### src/hdl/vlsu_pkg.sv
//----------------------------------------------------------
// shared widths, operation and lmul codes, element widths
// and the register group union of the vector load/store unit
//----------------------------------------------------------
package vlsu_pkg;

    // four 32-bit banks make one 128-bit beat
    localparam int NUM_BANKS = 4;
    localparam int BANK_W    = 32;
    localparam int BEAT_W    = NUM_BANKS * BANK_W;

    // largest group is lmul 4, so four beats
    localparam int MAX_BEATS = 4;
    localparam int VEC_W     = MAX_BEATS * BEAT_W;

    localparam int ADDR_W    = 12;
    localparam int STRIDE_W  = 6;

    // codes 10 to 15 are never listed and count as no operation
    typedef enum logic [3:0] {
        OP_NONE   = 4'd0,
        OP_VLE8   = 4'd1,
        OP_VLE16  = 4'd2,
        OP_VLE32  = 4'd3,
        OP_VLSE8  = 4'd4,
        OP_VLSE16 = 4'd5,
        OP_VLSE32 = 4'd6,
        OP_VSE8   = 4'd7,
        OP_VSE16  = 4'd8,
        OP_VSE32  = 4'd9
    } lsu_op_e;

    // any other lmul value falls back to a single beat
    typedef enum logic [2:0] {
        LMUL_1 = 3'd0,
        LMUL_2 = 3'd1,
        LMUL_4 = 3'd2
    } lmul_e;

    typedef enum logic [1:0] {
        EW_8  = 2'd0,
        EW_16 = 2'd1,
        EW_32 = 2'd2
    } elem_w_e;

    // one register group, seen as elements or as memory beats
    typedef union packed {
        logic [VEC_W/8-1:0][7:0]            b;
        logic [VEC_W/16-1:0][15:0]          h;
        logic [VEC_W/32-1:0][31:0]          w;
        logic [MAX_BEATS-1:0][BEAT_W-1:0]   beat;
    } vec_u;

endpackage

### src/hdl/lsu_seq_if.sv
//----------------------------------------------------------
// sequencing state shared by the sequencer and datapath
//----------------------------------------------------------
interface lsu_seq_if (
    input logic clk
);

    // beat being addressed and the last beat index of the transfer
    logic [$clog2(vlsu_pkg::MAX_BEATS)-1:0] beat;
    logic [$clog2(vlsu_pkg::MAX_BEATS)-1:0] nbeats;
    logic                                   addr_phase;
    logic                                   is_store;

    // load data strobe, one cycle behind the address phase
    logic                                   cap_valid;
    logic [$clog2(vlsu_pkg::MAX_BEATS)-1:0] cap_beat;
    logic                                   cap_last;

    vlsu_pkg::elem_w_e                      ew;
    logic [vlsu_pkg::STRIDE_W-1:0]          stride_eff;

    modport seq (
        output beat, nbeats, addr_phase, is_store,
        output cap_valid, cap_beat, cap_last, ew, stride_eff
    );

    modport drv (
        input clk, beat, nbeats, addr_phase, is_store, cap_valid
    );

    modport asm (
        input cap_valid, cap_beat, cap_last, nbeats, ew, stride_eff
    );

endinterface

### src/hdl/lsu_sequencer.sv
//----------------------------------------------------------
// operation decode, beat counter, phase and capture strobes
//----------------------------------------------------------
module lsu_sequencer (
    input  logic                          clk,
    input  logic                          nrst,
    input  vlsu_pkg::lsu_op_e             op,
    input  vlsu_pkg::lmul_e               lmul,
    input  logic [vlsu_pkg::STRIDE_W-1:0] stride,
    lsu_seq_if.seq                        seq,
    output logic                          s_done
);

    typedef enum logic [1:0] {
        S_IDLE,
        S_ACTIVE,
        S_WAIT
    } state_e;

    state_e            state;
    vlsu_pkg::lsu_op_e op_q;
    logic              dec_kept;
    logic              dec_store;
    logic              dec_strided;
    logic [1:0]        dec_nbeats;
    vlsu_pkg::elem_w_e dec_ew;
    logic              start;

    // strided stores were never implemented, their codes do nothing
    assign dec_kept    = op inside {[vlsu_pkg::OP_VLE8:vlsu_pkg::OP_VSE32]};
    assign dec_store   = op inside {[vlsu_pkg::OP_VSE8:vlsu_pkg::OP_VSE32]};
    assign dec_strided = op inside {[vlsu_pkg::OP_VLSE8:vlsu_pkg::OP_VLSE32]};
    assign start       = (state == S_IDLE) && dec_kept;

    always_comb begin
        // element width comes from the op code alone
        case (op)
            vlsu_pkg::OP_VLE16, vlsu_pkg::OP_VLSE16, vlsu_pkg::OP_VSE16: dec_ew = vlsu_pkg::EW_16;
            vlsu_pkg::OP_VLE32, vlsu_pkg::OP_VLSE32, vlsu_pkg::OP_VSE32: dec_ew = vlsu_pkg::EW_32;
            default: dec_ew = vlsu_pkg::EW_8;
        endcase
        // beats minus one, reserved lmul means one beat
        case (lmul)
            vlsu_pkg::LMUL_2: dec_nbeats = 2'd1;
            vlsu_pkg::LMUL_4: dec_nbeats = 2'd3;
            default:          dec_nbeats = 2'd0;
        endcase
    end

    always_ff @(posedge clk) begin
        if (!nrst) begin
            state          <= S_IDLE;
            seq.beat       <= '0;
            seq.nbeats     <= '0;
            seq.addr_phase <= 1'b0;
            seq.is_store   <= 1'b0;
            seq.cap_valid  <= 1'b0;
            seq.cap_beat   <= '0;
            seq.cap_last   <= 1'b0;
            seq.ew         <= vlsu_pkg::EW_8;
            seq.stride_eff <= 6'd1;
            s_done         <= 1'b0;
        end else begin
            s_done        <= 1'b0;
            // read data shows up one cycle after its row, loads only
            seq.cap_valid <= seq.addr_phase && !seq.is_store;
            seq.cap_beat  <= seq.beat;
            seq.cap_last  <= seq.addr_phase && !seq.is_store && (seq.beat == seq.nbeats);
            case (state)
                S_IDLE: begin
                    if (dec_kept) begin
                        state          <= S_ACTIVE;
                        seq.addr_phase <= 1'b1;
                        seq.beat       <= '0;
                        seq.nbeats     <= dec_nbeats;
                        seq.is_store   <= dec_store;
                        seq.ew         <= dec_ew;
                        // unit stride and stride 0 both gather every element
                        seq.stride_eff <= (dec_strided && stride != '0) ? stride : 6'd1;
                    end
                end
                S_ACTIVE: begin
                    if (seq.beat == seq.nbeats) begin
                        seq.addr_phase <= 1'b0;
                        s_done         <= seq.is_store;
                        state          <= S_WAIT;
                    end else begin
                        seq.beat <= seq.beat + 1'b1;
                    end
                end
                default: begin
                    // caller must drop the op before the next one
                    if (!dec_kept) begin
                        state <= S_IDLE;
                    end
                end
            endcase
        end
    end

    // op seen at the start, held for the active check
    always_ff @(posedge clk) begin
        if (start) begin
            op_q <= op;
        end
    end

    a_op_stable: assert property (@(posedge clk) disable iff (!nrst)
        (state == S_ACTIVE) |-> (op == op_q));

    // lmul must be a known code when a transfer starts
    a_lmul_start: assert property (@(posedge clk) disable iff (!nrst)
        start |-> !$isunknown(lmul));

    a_done_phase: assert property (@(posedge clk) disable iff (!nrst)
        !(s_done && seq.addr_phase));

endmodule

### src/flat_wrapper.sv
// flat-port wrapper written by rule: the top's interface ports become plain ports
module lsu_sequencer_flat 
  (clk, nrst, op, lmul, stride, s_done, seq_beat, seq_nbeats, seq_addr_phase, seq_is_store, seq_cap_valid, seq_cap_beat, seq_cap_last, seq_ew, seq_stride_eff);
  lsu_seq_if seq_i (.clk(clk));
  input  logic clk;
  input  logic nrst;
  input  vlsu_pkg::lsu_op_e op;
  input  vlsu_pkg::lmul_e lmul;
  input  logic [vlsu_pkg::STRIDE_W-1:0] stride;
  output logic s_done;
  output wire logic [$bits(seq_i.beat)-1:0] seq_beat;
  output wire logic [$bits(seq_i.nbeats)-1:0] seq_nbeats;
  output wire logic [$bits(seq_i.addr_phase)-1:0] seq_addr_phase;
  output wire logic [$bits(seq_i.is_store)-1:0] seq_is_store;
  output wire logic [$bits(seq_i.cap_valid)-1:0] seq_cap_valid;
  output wire logic [$bits(seq_i.cap_beat)-1:0] seq_cap_beat;
  output wire logic [$bits(seq_i.cap_last)-1:0] seq_cap_last;
  output wire logic [$bits(seq_i.ew)-1:0] seq_ew;
  output wire logic [$bits(seq_i.stride_eff)-1:0] seq_stride_eff;
  assign seq_beat = seq_i.beat;
  assign seq_nbeats = seq_i.nbeats;
  assign seq_addr_phase = seq_i.addr_phase;
  assign seq_is_store = seq_i.is_store;
  assign seq_cap_valid = seq_i.cap_valid;
  assign seq_cap_beat = seq_i.cap_beat;
  assign seq_cap_last = seq_i.cap_last;
  assign seq_ew = seq_i.ew;
  assign seq_stride_eff = seq_i.stride_eff;
  lsu_sequencer u_core (.clk(clk), .nrst(nrst), .op(op), .lmul(lmul), .stride(stride), .seq(seq_i), .s_done(s_done));
endmodule
### config.mk
export PLATFORM = sky130hd
export DESIGN_NAME = lsu_sequencer_flat
export DESIGN_NICKNAME = d
export VERILOG_FILES = /design/src/hdl/vlsu_pkg.sv /design/src/hdl/lsu_seq_if.sv /design/src/hdl/lsu_sequencer.sv /design/src/flat_wrapper.sv
export SDC_FILE = /design/constraint.sdc
export NUM_CORES = 1
export LEC_CHECK = 0
export ABC_AREA = 1
export BUFFER_PORTS_ARGS = -buffer_cell sky130_fd_sc_hd__buf_2
export CAP_MARGIN = 5
export CORE_MARGIN = 3
export CORE_UTILIZATION = 40
export DETAILED_ROUTE_END_ITERATION = 6
export PLACE_DENSITY = 0.72
export SLEW_MARGIN = 0
export SYNTH_ARGS = -nofsm -noshare
export SYNTH_HDL_FRONTEND = slang
export SYNTH_SLANG_ARGS = --single-unit
### constraint.sdc
create_clock -name clk -period 1.42 [get_ports clk]
set_input_delay 0 -clock clk [delete_from_list [all_inputs] [get_ports clk]]
set_output_delay 0 -clock clk [all_outputs]
set_load 0.01 [all_outputs]
==> key figures <==
Status
  – Status: completed

Pwr
  – Combinational power share: 26.9%
  – Switching power: 0.450 mW
  – Peak supply drop: 871 µV
  – Cell internal pwr: 0.889 mW
  – Lkg Pwr: 0.699 nW
  – Net Sw Frac: 33.6%
  – Pwr Total: 1.34 mW
  – Clock power share: 22.3%
  – PD cells: 1080 mW/mm²
  – Reg power frac: 50.8%

Place
  – Area after DPL: 0.00119 mm²
  – Port bufs: 33
  – Hpwl dp: 1720 µm
  – Placer congestion estimate: 0.804

Critical path
  – Worst-path cell with the longest stage delay: dfxtp_1
  – Terminus of the critical flop-to-flop path: u_core.seq.beat[1]
  – Cells on worst reg2reg path: 9
  – Reg2Reg Setup Slack: 290 ps
  – Critical path launch point: u_core.seq.beat[1]
  – End point of the critical path: u_core.seq.beat[1]
  – RR Startpoint: u_core.seq.beat[1]
  – CP cell instances: inv_1, nand2_1, nand2_1, nand2_1, nand2_1, nand2_2, nand2_2, nand2_1, nand2_1
  – Setup Crit Path Kind: register to register
  – Crit path required time: 1650 ps
  – Critical path startpoint category: register
  – Slowest stage delay, CP: 410 ps
  – Critical path data arrival time: 1360 ps
  – CP Capture Type: register
  – Crit-path most repeated cell: nand2_1
  – CP max FO: 5

Cells and area
  – Ant. Diodes: 0
  – Nets: 208
  – Final instance area: 0.00124 mm²
  – Share of cells above drive strength 1: 26.0%
  – Area Growth Syn to Fin: 23.9%
  – Final Core Density: 53.9%

STA
  – Slew HR: 82.7%
  – Worst Tran Pin Value: 258 ps
  – Final Max Tran Viols: 0
  – Worst Clk Skew: 10.3 ps
  – Tmin final: 1130 ps
  – Maximum clock frequency: 887 MHz
  – Sum of negative setup slack: 0 ps
  – Final hold vios: 0
  – Period utilization: 79.3%
  – RSZ-0062 raised after global routing: no
  – Final Setup Violations: 0

Yosys
  – Synth Warn #: 0
  – Syn Inst Count: 154
  – Top cells by count, synth: nand2_1, nor2_1, dfxtp_1
  – Synthesized flop and latch total: 21
  – Avg Cell Area, Syn: 6.48 µm²
  – Post-synth EDFFs: 0
  – Post-synth cell types: 19
  – Net Count, Synth: 169
  – Most common cell in the netlist: nand2_1
  – Leading area contributor after synthesis: dfxtp_1
  – Share of the synthesized area in the top cell type: 42.1%
  – FFs w/ async S/R, synth: 0%
  – Most used DFF post-synth: dfxtp_1
  – Post-synthesis sequential area ratio: 42.1%
  – Synthesized area: 998 µm²
  – Ranking of synthesized cells by area: dfxtp_1, nand2_1, nor2_1

CTS
  – CTS resizes: 0
  – Cts-stage hold buffer count: 2
  – Worst-skew pair later-pin latency: 310 ps
  – Cts bufs inserted: 3
  – Worst-path clk slew: 130 ps
  – Clk sinks: 21
  – Clock Tree Buf Depth: 2
  – Post-CTS Setup Inserts: 0
  – H-tree levels: 1
  – CTS tree: done
  – Clock root cell: clkbuf_4

Routing
  – Routed len/inst: 9.85 µm
  – Total Wirelength: 2170 µm
  – Vias per std cell: 4.70
  – DRT Pass-1 Iters: 4
  – DRT iter0 DRCs: 18
  – DRC Markers: 0
  – Vias after detailed routing: 1,034
  – Antenna viol nets, final: 0

Floorplanning
  – Initial Util: 43.5%
  – I/O Pins: 34
  – DIE AREA: 0.00313 mm²
  – Die width: 56.0 µm
  – # rows: 17
  – Core box area: 0.00230 mm²
  – Die Height: 56.0 µm

Global routing
  – Largest net degree at the start of global routing: 13
  – First-pass GRT wire length: 3590 µm
  – Tot GR Track Use: 13.8%
  – Initial antenna violation count: 0
  – Gr ovfl total: 0
  – Vias in the first global route: 907

Min path
  – Worst Hold Class: primary input to register

Flow run
  – Max Cap Violations: 0
## layer usage
| layer | track usage [%] | vias up | part of all wire (%) |
|---|---|---|---|
| li1 | - | 547 | - |
| met1 | 17.0 | 449 | 47 |
| met2 | 24.0 | 36 | 46 |
| met3 | 4.18 | 2 | 6.8 |
| met4 | 2.03 | 0 | 0.37 |
| met5 | 0 | - | 0 |
## critical path, delay by kind of cell, from the launching register on
kind	cells	cell delay, ps
simple gates	8	560
buf+inv	1	60
flops	1	410
## power groups by stage
stage,clock network [mW],logic (mW),registers (mW)
global placement,0,0.349,0.691
CTS,0.305,0.364,0.680
floorplan,0,0.220,0.714
global route,0.323,0.406,0.689
detailed placement,0,0.359,0.693
finish,0.299,0.361,0.680
## registers in the layout, summed over array words and instances (netlist names)
signal                 cells
u_core.s_done              1
u_core.seq.addr_phase      1
u_core.seq.beat            2
u_core.seq.cap_beat        2
u_core.seq.cap_last        1
u_core.seq.cap_valid       1
u_core.seq.ew              2
u_core.seq.is_store        1
u_core.seq.nbeats          2
u_core.seq.stride_eff      6
u_core.state               2
## worst min path at each step
stage | from | to | slack (ps) | cells past startpoint
4_1_cts | lmul[1] | u_core.seq.nbeats[1] | 20 | 5
3_5_place_dp | stride[0] | u_core.seq.stride_eff[0] | 250 | 3
6_report | lmul[1] | u_core.seq.nbeats[1] | 20 | 5
3_3_place_gp | stride[0] | u_core.seq.stride_eff[0] | 240 | 3
5_1_grt | lmul[2] | u_core.seq.nbeats[0] | 70 | 4
2_1_floorplan | nrst | u_core.seq.cap_beat[0] | 120 | 2
## per-stage QoR
step / worst slack (ps) / hold WS, ps / instances
3_3_place_gp: 371 / 237 / 214
6_report: 293 / 16.5 / 220
5_1_grt: 164 / 66.8 / 220
3_5_place_dp: 307 / 250 / 214
4_1_cts: 294 / 19.0 / 220
2_1_floorplan: 366 / 116 / 154
## layout make-up
type / count / area, µm²
Multi-Input combinational cell: 107 / 465
Fill cell: 247 / 1060
Tap cell: 28 / 35.0
Sequential cell: 21 / 420
Inverter: 23 / 88.8
Timing Repair Buffer: 37 / 200
Clock buffer: 3 / 22.5
Clock inverter: 1 / 5.00
## cells in the final DEF (no fill, tap or decap)
cell and n:
nand3_2 1, a21oi_2 1, nand2_1 38, o21ai_0 2, clkinv_2 1, nand2_2 4, a21oi_1 2, nor2_1 32
o21ai_1 4, inv_2 1, nand3_1 18, clkbuf_4 3, clkinv_1 1, nor3_1 2, inv_1 20, nor2_2 3
dlygate4sd3_1 2, dfxtp_1 21, inv_4 1, buf_2 33, buf_4 2
## logic make-up (layout without fill, tap and decap cells)
kind of cell / count (synthesis) / count (layout) / synth area share [%]
flip-flops: 21 / 21 / 42.1
AND/OR/NAND/NOR: 98 / 98 / 41.7
buffers and inverters: 26 / 64 / 11.3
AO/OA/AOI/OAI: 9 / 9 / 4.89
(Power assumes the default switching activity.)
