File: config.mk
export PLATFORM = sky130hd
export DESIGN_NAME = bank_driver_flat
export DESIGN_NICKNAME = d
export VERILOG_FILES = /design/src/hdl/vlsu_pkg.sv /design/src/hdl/lsu_seq_if.sv /design/src/hdl/bank_driver.sv /design/src/flat_wrapper.sv
export SDC_FILE = /design/constraint.sdc
export NUM_CORES = 1
export LEC_CHECK = 0
export BUFFER_PORTS_ARGS = -buffer_cell sky130_fd_sc_hd__buf_2
export CORE_AREA = 2 2 262 264
export DETAILED_ROUTE_END_ITERATION = 10
export DIE_AREA = 0 0 264 266
export SYNTH_ARGS = -nofsm -noshare
export SYNTH_HDL_FRONTEND = slang
export SYNTH_SLANG_ARGS = --single-unit
File: constraint.sdc
create_clock -name vclk -period 1.8
set_clock_uncertainty 0.1 [all_clocks]
set_input_delay 0.09 -clock vclk [all_inputs]
set_output_delay 0.09 -clock vclk [all_outputs]
set_load 0.005 [all_outputs]
File: src/hdl/vlsu_pkg.sv
//----------------------------------------------------------
// shared widths, operation and lmul codes, element widths
// and the register group union of the vector load/store unit
//----------------------------------------------------------
package vlsu_pkg;

    // four 32-bit banks make one 128-bit beat
    localparam int NUM_BANKS = 4;
    localparam int BANK_W    = 32;
    localparam int BEAT_W    = NUM_BANKS * BANK_W;

    // largest group is lmul 4, so four beats
    localparam int MAX_BEATS = 4;
    localparam int VEC_W     = MAX_BEATS * BEAT_W;

    localparam int ADDR_W    = 12;
    localparam int STRIDE_W  = 6;

    // codes 10 to 15 are never listed and count as no operation
    typedef enum logic [3:0] {
        OP_NONE   = 4'd0,
        OP_VLE8   = 4'd1,
        OP_VLE16  = 4'd2,
        OP_VLE32  = 4'd3,
        OP_VLSE8  = 4'd4,
        OP_VLSE16 = 4'd5,
        OP_VLSE32 = 4'd6,
        OP_VSE8   = 4'd7,
        OP_VSE16  = 4'd8,
        OP_VSE32  = 4'd9
    } lsu_op_e;

    // any other lmul value falls back to a single beat
    typedef enum logic [2:0] {
        LMUL_1 = 3'd0,
        LMUL_2 = 3'd1,
        LMUL_4 = 3'd2
    } lmul_e;

    typedef enum logic [1:0] {
        EW_8  = 2'd0,
        EW_16 = 2'd1,
        EW_32 = 2'd2
    } elem_w_e;

    // one register group, seen as elements or as memory beats
    typedef union packed {
        logic [VEC_W/8-1:0][7:0]            b;
        logic [VEC_W/16-1:0][15:0]          h;
        logic [VEC_W/32-1:0][31:0]          w;
        logic [MAX_BEATS-1:0][BEAT_W-1:0]   beat;
    } vec_u;

endpackage

File: src/hdl/lsu_seq_if.sv
//----------------------------------------------------------
// sequencing state shared by the sequencer and datapath
//----------------------------------------------------------
interface lsu_seq_if (
    input logic clk
);

    // beat being addressed and the last beat index of the transfer
    logic [$clog2(vlsu_pkg::MAX_BEATS)-1:0] beat;
    logic [$clog2(vlsu_pkg::MAX_BEATS)-1:0] nbeats;
    logic                                   addr_phase;
    logic                                   is_store;

    // load data strobe, one cycle behind the address phase
    logic                                   cap_valid;
    logic [$clog2(vlsu_pkg::MAX_BEATS)-1:0] cap_beat;
    logic                                   cap_last;

    vlsu_pkg::elem_w_e                      ew;
    logic [vlsu_pkg::STRIDE_W-1:0]          stride_eff;

    modport seq (
        output beat, nbeats, addr_phase, is_store,
        output cap_valid, cap_beat, cap_last, ew, stride_eff
    );

    modport drv (
        input clk, beat, nbeats, addr_phase, is_store, cap_valid
    );

    modport asm (
        input cap_valid, cap_beat, cap_last, nbeats, ew, stride_eff
    );

endinterface

File: src/hdl/bank_driver.sv
//----------------------------------------------------------
// bank row address, store beat split and write enable
//----------------------------------------------------------
module bank_driver (
    input  logic [vlsu_pkg::ADDR_W-1:0] address,
    input  logic [vlsu_pkg::VEC_W-1:0]  s_data,
    lsu_seq_if.drv                      drv,
    output logic [vlsu_pkg::ADDR_W-1:0] bank_addr,
    output logic [vlsu_pkg::BANK_W-1:0] wr_data0,
    output logic [vlsu_pkg::BANK_W-1:0] wr_data1,
    output logic [vlsu_pkg::BANK_W-1:0] wr_data2,
    output logic [vlsu_pkg::BANK_W-1:0] wr_data3,
    output logic                        bank_we
);

    vlsu_pkg::vec_u                                          store_vec;
    logic [vlsu_pkg::NUM_BANKS-1:0][vlsu_pkg::BANK_W-1:0]    store_words;

    // all four banks share one row, beat b sits at base plus b
    assign bank_addr = address
        + {{(vlsu_pkg::ADDR_W - $bits(drv.beat)){1'b0}}, drv.beat};

    // pick the current beat of the group
    assign store_vec   = s_data;
    assign store_words = store_vec.beat[drv.beat];

    // word 0 is the least significant, bank k holds word k
    assign wr_data0 = store_words[0];
    assign wr_data1 = store_words[1];
    assign wr_data2 = store_words[2];
    assign wr_data3 = store_words[3];

    assign bank_we = drv.addr_phase && drv.is_store;

    // writes and load captures never overlap
    a_we_not_load: assert property (@(posedge drv.clk)
        bank_we |-> !drv.cap_valid);

endmodule

File: src/flat_wrapper.sv
// flat-port wrapper written by rule: the top's interface ports become plain ports
module bank_driver_flat 
  (address, s_data, bank_addr, wr_data0, wr_data1, wr_data2, wr_data3, bank_we, clk, drv_beat, drv_nbeats, drv_addr_phase, drv_is_store, drv_cap_valid);
  lsu_seq_if drv_i (.clk(clk));
  input  logic [vlsu_pkg::ADDR_W-1:0] address;
  input  logic [vlsu_pkg::VEC_W-1:0] s_data;
  output logic [vlsu_pkg::ADDR_W-1:0] bank_addr;
  output logic [vlsu_pkg::BANK_W-1:0] wr_data0;
  output logic [vlsu_pkg::BANK_W-1:0] wr_data1;
  output logic [vlsu_pkg::BANK_W-1:0] wr_data2;
  output logic [vlsu_pkg::BANK_W-1:0] wr_data3;
  output logic bank_we;
  input wire logic clk;
  input wire logic [$bits(drv_i.beat)-1:0] drv_beat;
  input wire logic [$bits(drv_i.nbeats)-1:0] drv_nbeats;
  input wire logic [$bits(drv_i.addr_phase)-1:0] drv_addr_phase;
  input wire logic [$bits(drv_i.is_store)-1:0] drv_is_store;
  input wire logic [$bits(drv_i.cap_valid)-1:0] drv_cap_valid;
  assign drv_i.beat = drv_beat;
  assign drv_i.nbeats = drv_nbeats;
  assign drv_i.addr_phase = drv_addr_phase;
  assign drv_i.is_store = drv_is_store;
  assign drv_i.cap_valid = drv_cap_valid;
  bank_driver u_core (.address(address), .s_data(s_data), .drv(drv_i), .bank_addr(bank_addr), .wr_data0(wr_data0), .wr_data1(wr_data1), .wr_data2(wr_data2), .wr_data3(wr_data3), .bank_we(bank_we));
endmodule
==> impl_metrics.env, run 1 <==
export IMPL_status="finished clean"
export IMPL_stdcell_count=1749
export IMPL_fmax_mhz=576
export IMPL_grt_pass1_vias=5632
export IMPL_routed_wl_mm=30.6
export IMPL_hold_viol=0
export IMPL_power_frac_comb_pct=100.0
export IMPL_areaGrowthSynthToFinish_pct=129
export IMPL_cp_common_cell="buf_2"
export IMPL_via_per_inst=3.11
export IMPL_synth_cells=191
export IMPL_ys_seq_area_share_pct=0
export IMPL_fin_area_um2=7880
export IMPL_cpMaxStageDelayCell="fa_2"
export IMPL_die_w_um=264
export IMPL_cpPeakStageDelay_ns=0.33
export IMPL_final_cell_mix="667 x buf_2, 128 x mux4_2, 16 x buf_4"
export IMPL_hold_ws_ns=0.341
export IMPL_seqPwrFrac_pct=0
export IMPL_switching_share_pct=40.6
export IMPL_num_nets_final=1391
export IMPL_p_sw_mw=0.767
export IMPL_p_per_area_nw_per_um2=240
export IMPL_critPathArrivalTime_ns=1.54
export IMPL_grt_usage_pct=7.97
export IMPL_hold_buffers=0
export IMPL_yosys_warnings=0
export IMPL_grt_pass1_wl_mm=39.8
export IMPL_seq_cells=0
export IMPL_finish_utilization_pct=11.6
export IMPL_setup_violations=0
export IMPL_clkbuf_count=0
export IMPL_min_period_ns=1.73
export IMPL_avgRoutedWirePerCell_um=17.5
export IMPL_dpl_cell_count=1736
export IMPL_start_kind="primary input"
export IMPL_overflow=0
export IMPL_max_slew_margin_rel_pct=68.7
export IMPL_routabilityCongestion=0.917
export IMPL_syn_area_um2=3440
export IMPL_cp_end_kind="output port"
export IMPL_drive_gt1_share_pct=96.5
export IMPL_hp_class="in2out"
export IMPL_p_leak_nw=3.70
export IMPL_ir_drop_v=0.000116
export IMPL_yosysUniqueCellTypes=21
export IMPL_worstSetupStartpoint="address[0]"
export IMPL_route_vias_total=5443
export IMPL_cp_endpoint="bank_addr[8]"
export IMPL_portBuffers=669
export IMPL_synth_nets=726
export IMPL_firstDrtPassIters=4
export IMPL_drc=0
export IMPL_cp_required_ns=1.61
export IMPL_drt_iter0_markers=231
export IMPL_intPower_mw=1.12
export IMPL_layout_commonest_cell="buf_2"
export IMPL_drv_slew=0
export IMPL_maxCapViolCount=0
export IMPL_worstSetupPathType="in2out"
export IMPL_path_max_fanout=3
export IMPL_cp_cell_sequence="buf_2, ha_2, inv_1, fa_2, and4b_2, nand2_2, xnor2_2, buf_2"
export IMPL_dieHeight_um=266
export IMPL_p_clk_share_pct=0
export IMPL_fin_crit_sh_pct=96.4
export IMPL_start_util_pct=5.07
export IMPL_regArea_um2=0
export IMPL_dieArea_um2=70200
export IMPL_rows=96
export IMPL_dpl_hpwl_mm=28.1
export IMPL_ant_nets=0
export IMPL_grt_setup_unrepaired="false"
export IMPL_placed_cell_area_um2=7830
export IMPL_grt_max_degree=65
export IMPL_ioPinCount=673
export IMPL_worst_pin_slew_ns=0.470
export IMPL_antenna_found_initial=26
export IMPL_syn_avg_cell_area_um2=18.0
export IMPL_core_region_area_um2=67700
cell usage after synthesis (all sizes together):
cell / n / area (um^2)
mux4: 128 / 2880
buf: 26 / 305
nand2: 5 / 18.8
xnor2: 5 / 43.8
xor2: 5 / 43.8
inv: 4 / 15.0
clkbuf: 2 / 7.51
ha: 2 / 25.0
nand4: 2 / 12.5
nor2: 2 / 7.51
nor3: 2 / 10.0
a21oi: 1 / 5.00
and2: 1 / 6.26
and3: 1 / 6.26
and4b: 1 / 10.0
fa: 1 / 20.0
nand2b: 1 / 6.26
nand3: 1 / 5.00
nor4: 1 / 6.26
critical path: cells and delay by family:
| kind | cells | cell delay [ns] |
|---|---|---|
| XOR/XNOR | 1 | 0.22 |
| buffers and inverters | 3 | 0.32 |
| adder cells (fa/ha/maj) | 2 | 0.50 |
| AND/OR/NAND/NOR | 2 | 0.41 |
cell type report:
| class | count | area [um^2] |
|---|---|---|
| diodes | 13 | 32.5 |
| fillers | 7765 | 59900 |
| inverters | 4 | 15.0 |
| multi-input cells | 159 | 3130 |
| well taps | 882 | 1100 |
| repair buffers | 691 | 3600 |
kinds of logic (layout without fill, tap and decap cells):
kind of cell | Yosys count | after routing | share of synthesized area [%]
XOR/XNOR | 10 | 10 | 2.55
adder cells (fa/ha/maj) | 3 | 3 | 1.31
AO/OA/AOI/OAI | 1 | 1 | 0.145
AND/OR/NAND/NOR | 17 | 17 | 2.59
other | 0 | 13 | 0
buffers and inverters | 32 | 695 | 9.54
multiplexers | 128 | 128 | 83.9
per-stage QoR:
step	setup slack, ns	power (mW)	setup TNS [ns]
6_report	0.0653	1.89	0
5_1_grt	0.0261	2.05	0
4_1_cts	0.0112	1.94	0
3_5_place_dp	-0.0856	1.92	-0.0856
3_3_place_gp	-0.124	1.90	-0.124
2_1_floorplan	0.0508	0.782	0
worst min-delay path by stage:
stage | from | endpoint | cells after the start
after floorplan | address[11] | bank_addr[11] | 1
after global placement | address[11] | bank_addr[11] | 3
after detailed placement | address[11] | bank_addr[11] | 3
after CTS | address[11] | bank_addr[11] | 3
after global routing | address[11] | bank_addr[11] | 3
final | address[11] | bank_addr[11] | 3
power by group through the flow:
stage / registers (mW) / clock network [mW] / logic, mW
after floorplan: 0 / 0 / 0.782
after global placement: 0 / 0 / 1.90
after detailed placement: 0 / 0 / 1.92
after CTS: 0 / 0 / 1.94
after global routing: 0 / 0.000000818 / 2.05
final: 0 / 0.000000970 / 1.89
metal layers:
metal,vias up,global-route usage [%],share of wire [%]
met5,-,0,0.26
li1,2283,-,-
met1,2594,8.62,35
met3,64,2.93,12
met4,12,2.66,4.4
met2,490,14.3,48
timing repair:
item                       in CTS  in global routing
buffers inserted                1                  0
gates resized for setup         3                  2
pin swaps                       1                  0
setup endpoints to repair       1                  3
Note: power is estimated with default switching activity, not from simulation.
==> run 2, diff against run 1 <==
--- a/config.mk
+++ b/config.mk
@@ -5,10 +5,14 @@
 export SDC_FILE = /design/constraint.sdc
 export NUM_CORES = 1
 export LEC_CHECK = 0
+export ABC_AREA = 1
 export BUFFER_PORTS_ARGS = -buffer_cell sky130_fd_sc_hd__buf_2
-export CORE_AREA = 2 2 262 264
+export CELL_PAD_IN_SITES_DETAIL_PLACEMENT = 0
+export CELL_PAD_IN_SITES_GLOBAL_PLACEMENT = 2
+export CORE_AREA = 2 2 258 260
 export DETAILED_ROUTE_END_ITERATION = 10
-export DIE_AREA = 0 0 264 266
+export DIE_AREA = 0 0 260 262
+export PLACE_DENSITY_LB_ADDON = 0.1
 export SYNTH_ARGS = -nofsm -noshare
 export SYNTH_HDL_FRONTEND = slang
 export SYNTH_SLANG_ARGS = --single-unit
==> run 2 against run 1 <==
Effect of this change: total power increased by 11%; final cell count increased by 30%; largest power group unchanged; first-iteration DRC count decreased by 3.0%; highest routed layer unchanged; core utilization increased by 1.6 points; critical endpoint is now wr_data1[6]; critical path depth decreased by 1.
==> impl_metrics.env, run 2 <==
export IMPL_avgRoutedWirePerCell_um=18.0
export IMPL_layout_commonest_cell="buf_2"
export IMPL_yosysTopAreaCellShare_pct=19.4
export IMPL_final_cell_mix="667 x buf_2, 221 x nor2_1, 144 x o21ai_0"
export IMPL_cpMaxStageDelayCell="o22ai_2"
export IMPL_path_max_fanout=52
export IMPL_maxCapViolCount=0
export IMPL_critPathBufInv=5
export IMPL_portBuffers=669
export IMPL_placed_cell_area_um2=8600
export IMPL_dieHeight_um=262
export IMPL_dpl_cell_count=2271
export IMPL_dpl_hpwl_mm=34.3
export IMPL_synth_most_common_cell="nor2_1"
export IMPL_worst_pin_slew_ns=0.385
export IMPL_hold_viol=0
export IMPL_syn_area_um2=4290
export IMPL_p_total_mw=2.09
export IMPL_yosysUniqueCellTypes=23
export IMPL_grt_pass1_vias=8502
export IMPL_fin_area_um2=8660
export IMPL_cp_cell_sequence="clkbuf_8, buf_12, buf_16, buf_6, o21ai_0, o22ai_2, buf_2"
export IMPL_cpPeakStageDelay_ns=0.26
export IMPL_ir_drop_v=0.0000825
export IMPL_num_nets_final=1944
export IMPL_drc=0
export IMPL_fmax_mhz=600
export IMPL_yosys_warnings=0
export IMPL_cp_num_cells=7
export IMPL_synthAdderAreaFrac_pct=1.05
export IMPL_drt_iter0_markers=224
export IMPL_synth_compound_area_share_pct=54.4
export IMPL_start_kind="primary input"
export IMPL_synth_simple_area_share_pct=28.9
export IMPL_ant_nets=0
export IMPL_die_w_um=260
export IMPL_synth_area_leaders="nor2_1 19%, o21ai_0 17%, o21ai_1 13%"
export IMPL_areaGrowthSynthToFinish_pct=102
export IMPL_start_util_pct=6.57
export IMPL_synth_xor_area_share_pct=0.818
export IMPL_hp_class="in2out"
export IMPL_grt_setup_unrepaired="false"
export IMPL_worstSetupPathType="in2out"
export IMPL_status="finished clean"
export IMPL_syn_avg_cell_area_um2=5.47
export IMPL_p_per_area_nw_per_um2=242
export IMPL_synth_cells=783
export IMPL_hold_path_end="bank_we"
export IMPL_seq_cells=0
export IMPL_ioPinCount=673
export IMPL_via_per_inst=3.59
export IMPL_antenna_found_initial=24
export IMPL_setup_violations=0
export IMPL_core_region_area_um2=65300
export IMPL_ys_seq_area_share_pct=0
export IMPL_min_period_ns=1.67
export IMPL_min_from="drv_is_store"
export IMPL_synth_nets=1318
export IMPL_overflow=0
export IMPL_regArea_um2=0
export IMPL_post_cts_setup_buffers=0
export IMPL_route_vias_total=8196
export IMPL_stdcell_count=2281
export IMPL_grt_usage_pct=11.0
export IMPL_synthTopCellsByCount="221 x nor2_1, 144 x o21ai_0, 112 x o21ai_1, 88 x o22ai_1"
export IMPL_grt_max_degree=67
export IMPL_grt_pass1_wl_mm=56.6
export IMPL_dieArea_um2=68100
export IMPL_routed_wl_mm=41.1
export IMPL_cpLargestDelayFamily="buffers and inverters"
export IMPL_hold_path_cell_count=4
export IMPL_hold_ws_ns=0.383
export IMPL_drive_gt1_share_pct=56.4
export IMPL_cp_end_kind="output port"
export IMPL_muxShareOfSynthArea_pct=0
export IMPL_p_leak_nw=4.15
export IMPL_clkbuf_count=0
export IMPL_fin_crit_sh_pct=92.6
export IMPL_firstDrtPassIters=6
export IMPL_finish_utilization_pct=13.3
export IMPL_drv_slew=0
export IMPL_hold_buffers=0
export IMPL_critPathArrivalTime_ns=1.48
export IMPL_max_slew_margin_rel_pct=74.4
export IMPL_routabilityCongestion=0.784
export IMPL_rows=94
export IMPL_yosys_area_top_type="nor2_1"
export IMPL_synth_top_family_by_area="compound AO/OA/AOI/OAI gates"
export IMPL_cp_required_ns=1.61
-- run 2: routing by layer --
layer	track usage [%]	up-vias	part of all wire [%]
li1	-	4056	-
met1	10.5	3697	34
met2	22.7	375	55
met3	3.73	44	9.5
met4	1.55	24	1.5
met5	0	-	0.34
-- run 2: area by class of cell --
type,count,area [um^2]
inverter,11,51.3
multi-input combinational,688,3670
tap,864,1080
timing repair buffer,708,3830
antenna,10,25.0
fill,7854,56600
-- run 2: worst max-delay path by stage --
stage / to / slack [ns] / from
6_report: wr_data1[6] / 0.13 / drv_beat[0]
5_1_grt: wr_data1[6] / 0.01 / drv_beat[0]
4_1_cts: wr_data1[6] / 0.01 / drv_beat[0]
3_5_place_dp: wr_data1[6] / -0.09 / drv_beat[0]
3_3_place_gp: wr_data1[6] / -0.11 / drv_beat[0]
2_1_floorplan: bank_addr[6] / 0.13 / drv_beat[1]
-- run 2: stage by stage --
stage / TNS, ns / setup slack (ns)
6_report: 0 / 0.133
5_1_grt: 0 / 0.0131
4_1_cts: 0 / 0.0117
3_5_place_dp: -0.0917 / -0.0917
3_3_place_gp: -0.111 / -0.111
2_1_floorplan: 0 / 0.129
-- run 2: logic make-up (layout without fill, tap and decap cells) --
family	count (synthesis)	in the layout
compound gates	384	384
xor+xnor	4	4
buf+inv	95	719
fa+ha+maj	3	3
other cells	0	10
simple gates	297	297
-- run 2: power breakdown --
part	internal (mW)	total, mW	switching [mW]
Sequential	0	0	0
Combinational	1.03	2.09	1.06
Clock	0.000000743	0.000000743	0
Total	1.03	2.09	1.06
-- run 2: repair_timing --
item | CTS | global route
pin swaps | 0 | 1
endpoints found under the hold margin | 0 | 0
gates resized for setup | 2 | 4
endpoints found under the setup margin | 1 | 4
==> run 3, diff against run 2 <==
--- a/config.mk
+++ b/config.mk
@@ -5,13 +5,12 @@
 export SDC_FILE = /design/constraint.sdc
 export NUM_CORES = 1
 export LEC_CHECK = 0
-export ABC_AREA = 1
 export BUFFER_PORTS_ARGS = -buffer_cell sky130_fd_sc_hd__buf_2
 export CELL_PAD_IN_SITES_DETAIL_PLACEMENT = 0
 export CELL_PAD_IN_SITES_GLOBAL_PLACEMENT = 2
-export CORE_AREA = 2 2 258 260
+export CORE_AREA = 2 2 260 262
 export DETAILED_ROUTE_END_ITERATION = 10
-export DIE_AREA = 0 0 260 262
+export DIE_AREA = 0 0 262 264
 export PLACE_DENSITY_LB_ADDON = 0.1
 export SYNTH_ARGS = -nofsm -noshare
 export SYNTH_HDL_FRONTEND = slang
==> constraint.sdc (replaced) <==
create_clock -name vclk -period 1.4
set_clock_uncertainty 0.1 [all_clocks]
set_input_delay 0.07 -clock vclk [all_inputs]
set_output_delay 0.07 -clock vclk [all_outputs]
set_load 0.005 [all_outputs]
==> run 3 against run 2 <==
Effect of this change: the run now ends with setup timing left; clock-buffer cell count stayed put; die area rose by 1.5%; worst hold slack worse by 0.076 ns; first-iteration DRC count is 28% lower; largest cell class unchanged; combinational power rose by 17%; critical endpoint is now bank_addr[10]; critical path depth is 1 higher; total power is 17% higher; design area fell by 6.3%; via count is 37% lower; routed wire length decreased by 15%.
==> impl_metrics.env, run 3 (synthesized netlist as in run 1, its figures left out) <==
export IMPL_dp_worst_setup_slack_ns=-0.393
export IMPL_power_frac_comb_pct=100.0
export IMPL_p_per_area_nw_per_um2=301
export IMPL_grt_setup_unrepaired="true"
export IMPL_path_max_fanout=3
export IMPL_use_met1_pct=9.42
export IMPL_layout_setup_ws_ns=-0.141
export IMPL_status="finished with violations"
export IMPL_regArea_um2=0
export IMPL_fmax_mhz=649
export IMPL_cp_required_ns=1.23
export IMPL_hold_ws_ns=0.307
export IMPL_clkbuf_count=0
export IMPL_seqPwrFrac_pct=0
export IMPL_drv_slew=0
export IMPL_rows=95
export IMPL_avgRoutedWirePerCell_um=20.0
export IMPL_grt_usage_pct=9.20
export IMPL_hp_class="in2out"
export IMPL_areaGrowthSynthToFinish_pct=136
export IMPL_busiest_layer="met2"
export IMPL_critPathArrivalTime_ns=1.37
export IMPL_start_util_pct=5.16
export IMPL_setup_violations=107
export IMPL_violations="setup timing"
export IMPL_final_cell_mix="665 x buf_2, 128 x mux4_2, 14 x buf_4"
export IMPL_seq_cells=0
export IMPL_route_vias_total=5126
export IMPL_dieHeight_um=264
export IMPL_die_w_um=262
export IMPL_min_period_ns=1.54
export IMPL_hold_viol=0
export IMPL_max_slew_margin_rel_pct=79.4
export IMPL_ioPinCount=673
export IMPL_drive_gt1_share_pct=97.2
export IMPL_core_region_area_um2=66600
export IMPL_grtUsageMet3_pct=1.94
export IMPL_routed_wl_mm=34.7
export IMPL_ant_nets=0
export IMPL_drt_iter0_markers=161
export IMPL_fin_crit_sh_pct=110
export IMPL_overflow=0
export IMPL_dpl_hpwl_mm=31.3
export IMPL_ir_drop_v=0.0000765
export IMPL_grt_pass1_wl_mm=45.3
export IMPL_finish_utilization_pct=12.2
export IMPL_met2_usage_pct=19.4
export IMPL_p_clk_share_pct=0
export IMPL_intPower_mw=1.51
export IMPL_grt_max_degree=44
export IMPL_drc=0
export IMPL_portBuffers=669
export IMPL_num_nets_final=1399
export IMPL_p_leak_nw=3.81
export IMPL_worst_pin_slew_ns=0.309
export IMPL_cp_end_kind="output port"
export IMPL_routabilityCongestion=0.801
export IMPL_layout_commonest_cell="buf_2"
export IMPL_placed_cell_area_um2=7880
export IMPL_via_per_inst=2.95
export IMPL_start_kind="primary input"
export IMPL_maxCapViolCount=0
export IMPL_switching_share_pct=38.3
export IMPL_firstDrtPassIters=4
export IMPL_fin_area_um2=8110
export IMPL_worstSetupPathType="in2out"
export IMPL_dieArea_um2=69200
export IMPL_grt_pass1_vias=5814
export IMPL_antenna_found_initial=8
export IMPL_p_sw_mw=0.935
export IMPL_p_total_mw=2.44
export IMPL_hold_buffers=0
[run 3: cell types whose count changed in the layout (fill, tap and decap cells not counted), moves of 7 or more]
cell	previous run	this run
nand2_1	26	5
o21ai_0	144	0
o21ai_1	112	0
diode_2	10	2
nor2_1	221	1
buf_12	12	4
nor2_2	40	0
inv_1	9	2
mux4_2	0	128
buf_4	26	14
o22ai_1	87	0
o22ai_2	41	0
[run 3: area by class of cell]
cell class	count	area, um^2
Antenna cell	2	5.00
Fill cell	7786	58500
Inverter	4	15.0
Multi-Input combinational cell	159	3190
Tap cell	873	1090
Timing Repair Buffer	699	3810
[run 3: repair_timing]
item                       in CTS  in global routing
buffers inserted                1                  0
setup endpoints to repair     136                125
pin swaps                       7                  2
gates resized for setup        25                  9
cloned                          2                  1
[run 3: path summary, 6_finish.rpt]
kind	startpoint	to	slack [ns]	depth (start not counted)
max	drv_beat[0]	bank_addr[10]	-0.14	8
min	drv_is_store	bank_we	0.31	3
[run 3: critical path, cell delays in order]
cell     delay, ns
buf_8         0.09
ha_4          0.13
inv_2         0.03
fa_2          0.32
and4b_2       0.33
nand4_1       0.10
xnor2_1       0.16
buf_2         0.14
[run 3: metrics by stage]
step / std cells / TNS, ns
5_1_grt: 1737 / -14.55
2_1_floorplan: 191 / -0.00751
3_5_place_dp: 1733 / -26.42
6_report: 1737 / -5.01
3_3_place_gp: 1733 / -27.92
4_1_cts: 1734 / -12.94
[run 3: routing by layer]
| layer | vias to the layer above | part of all wire, % |
|---|---|---|
| met5 | - | 0.12 |
| met4 | 6 | 0.31 |
| met3 | 12 | 8.4 |
| met2 | 332 | 57 |
| met1 | 2485 | 34 |
| li1 | 2291 | - |
[run 3: power by group through the flow]
stage                     clock network, mW  registers, mW  logic, mW
after floorplan                           0              0       1.01
after global placement                    0              0       2.45
after detailed placement                  0              0       2.43
after CTS                                 0              0       2.49
after global routing            0.000000191              0       2.66
final                           0.000000191              0       2.44
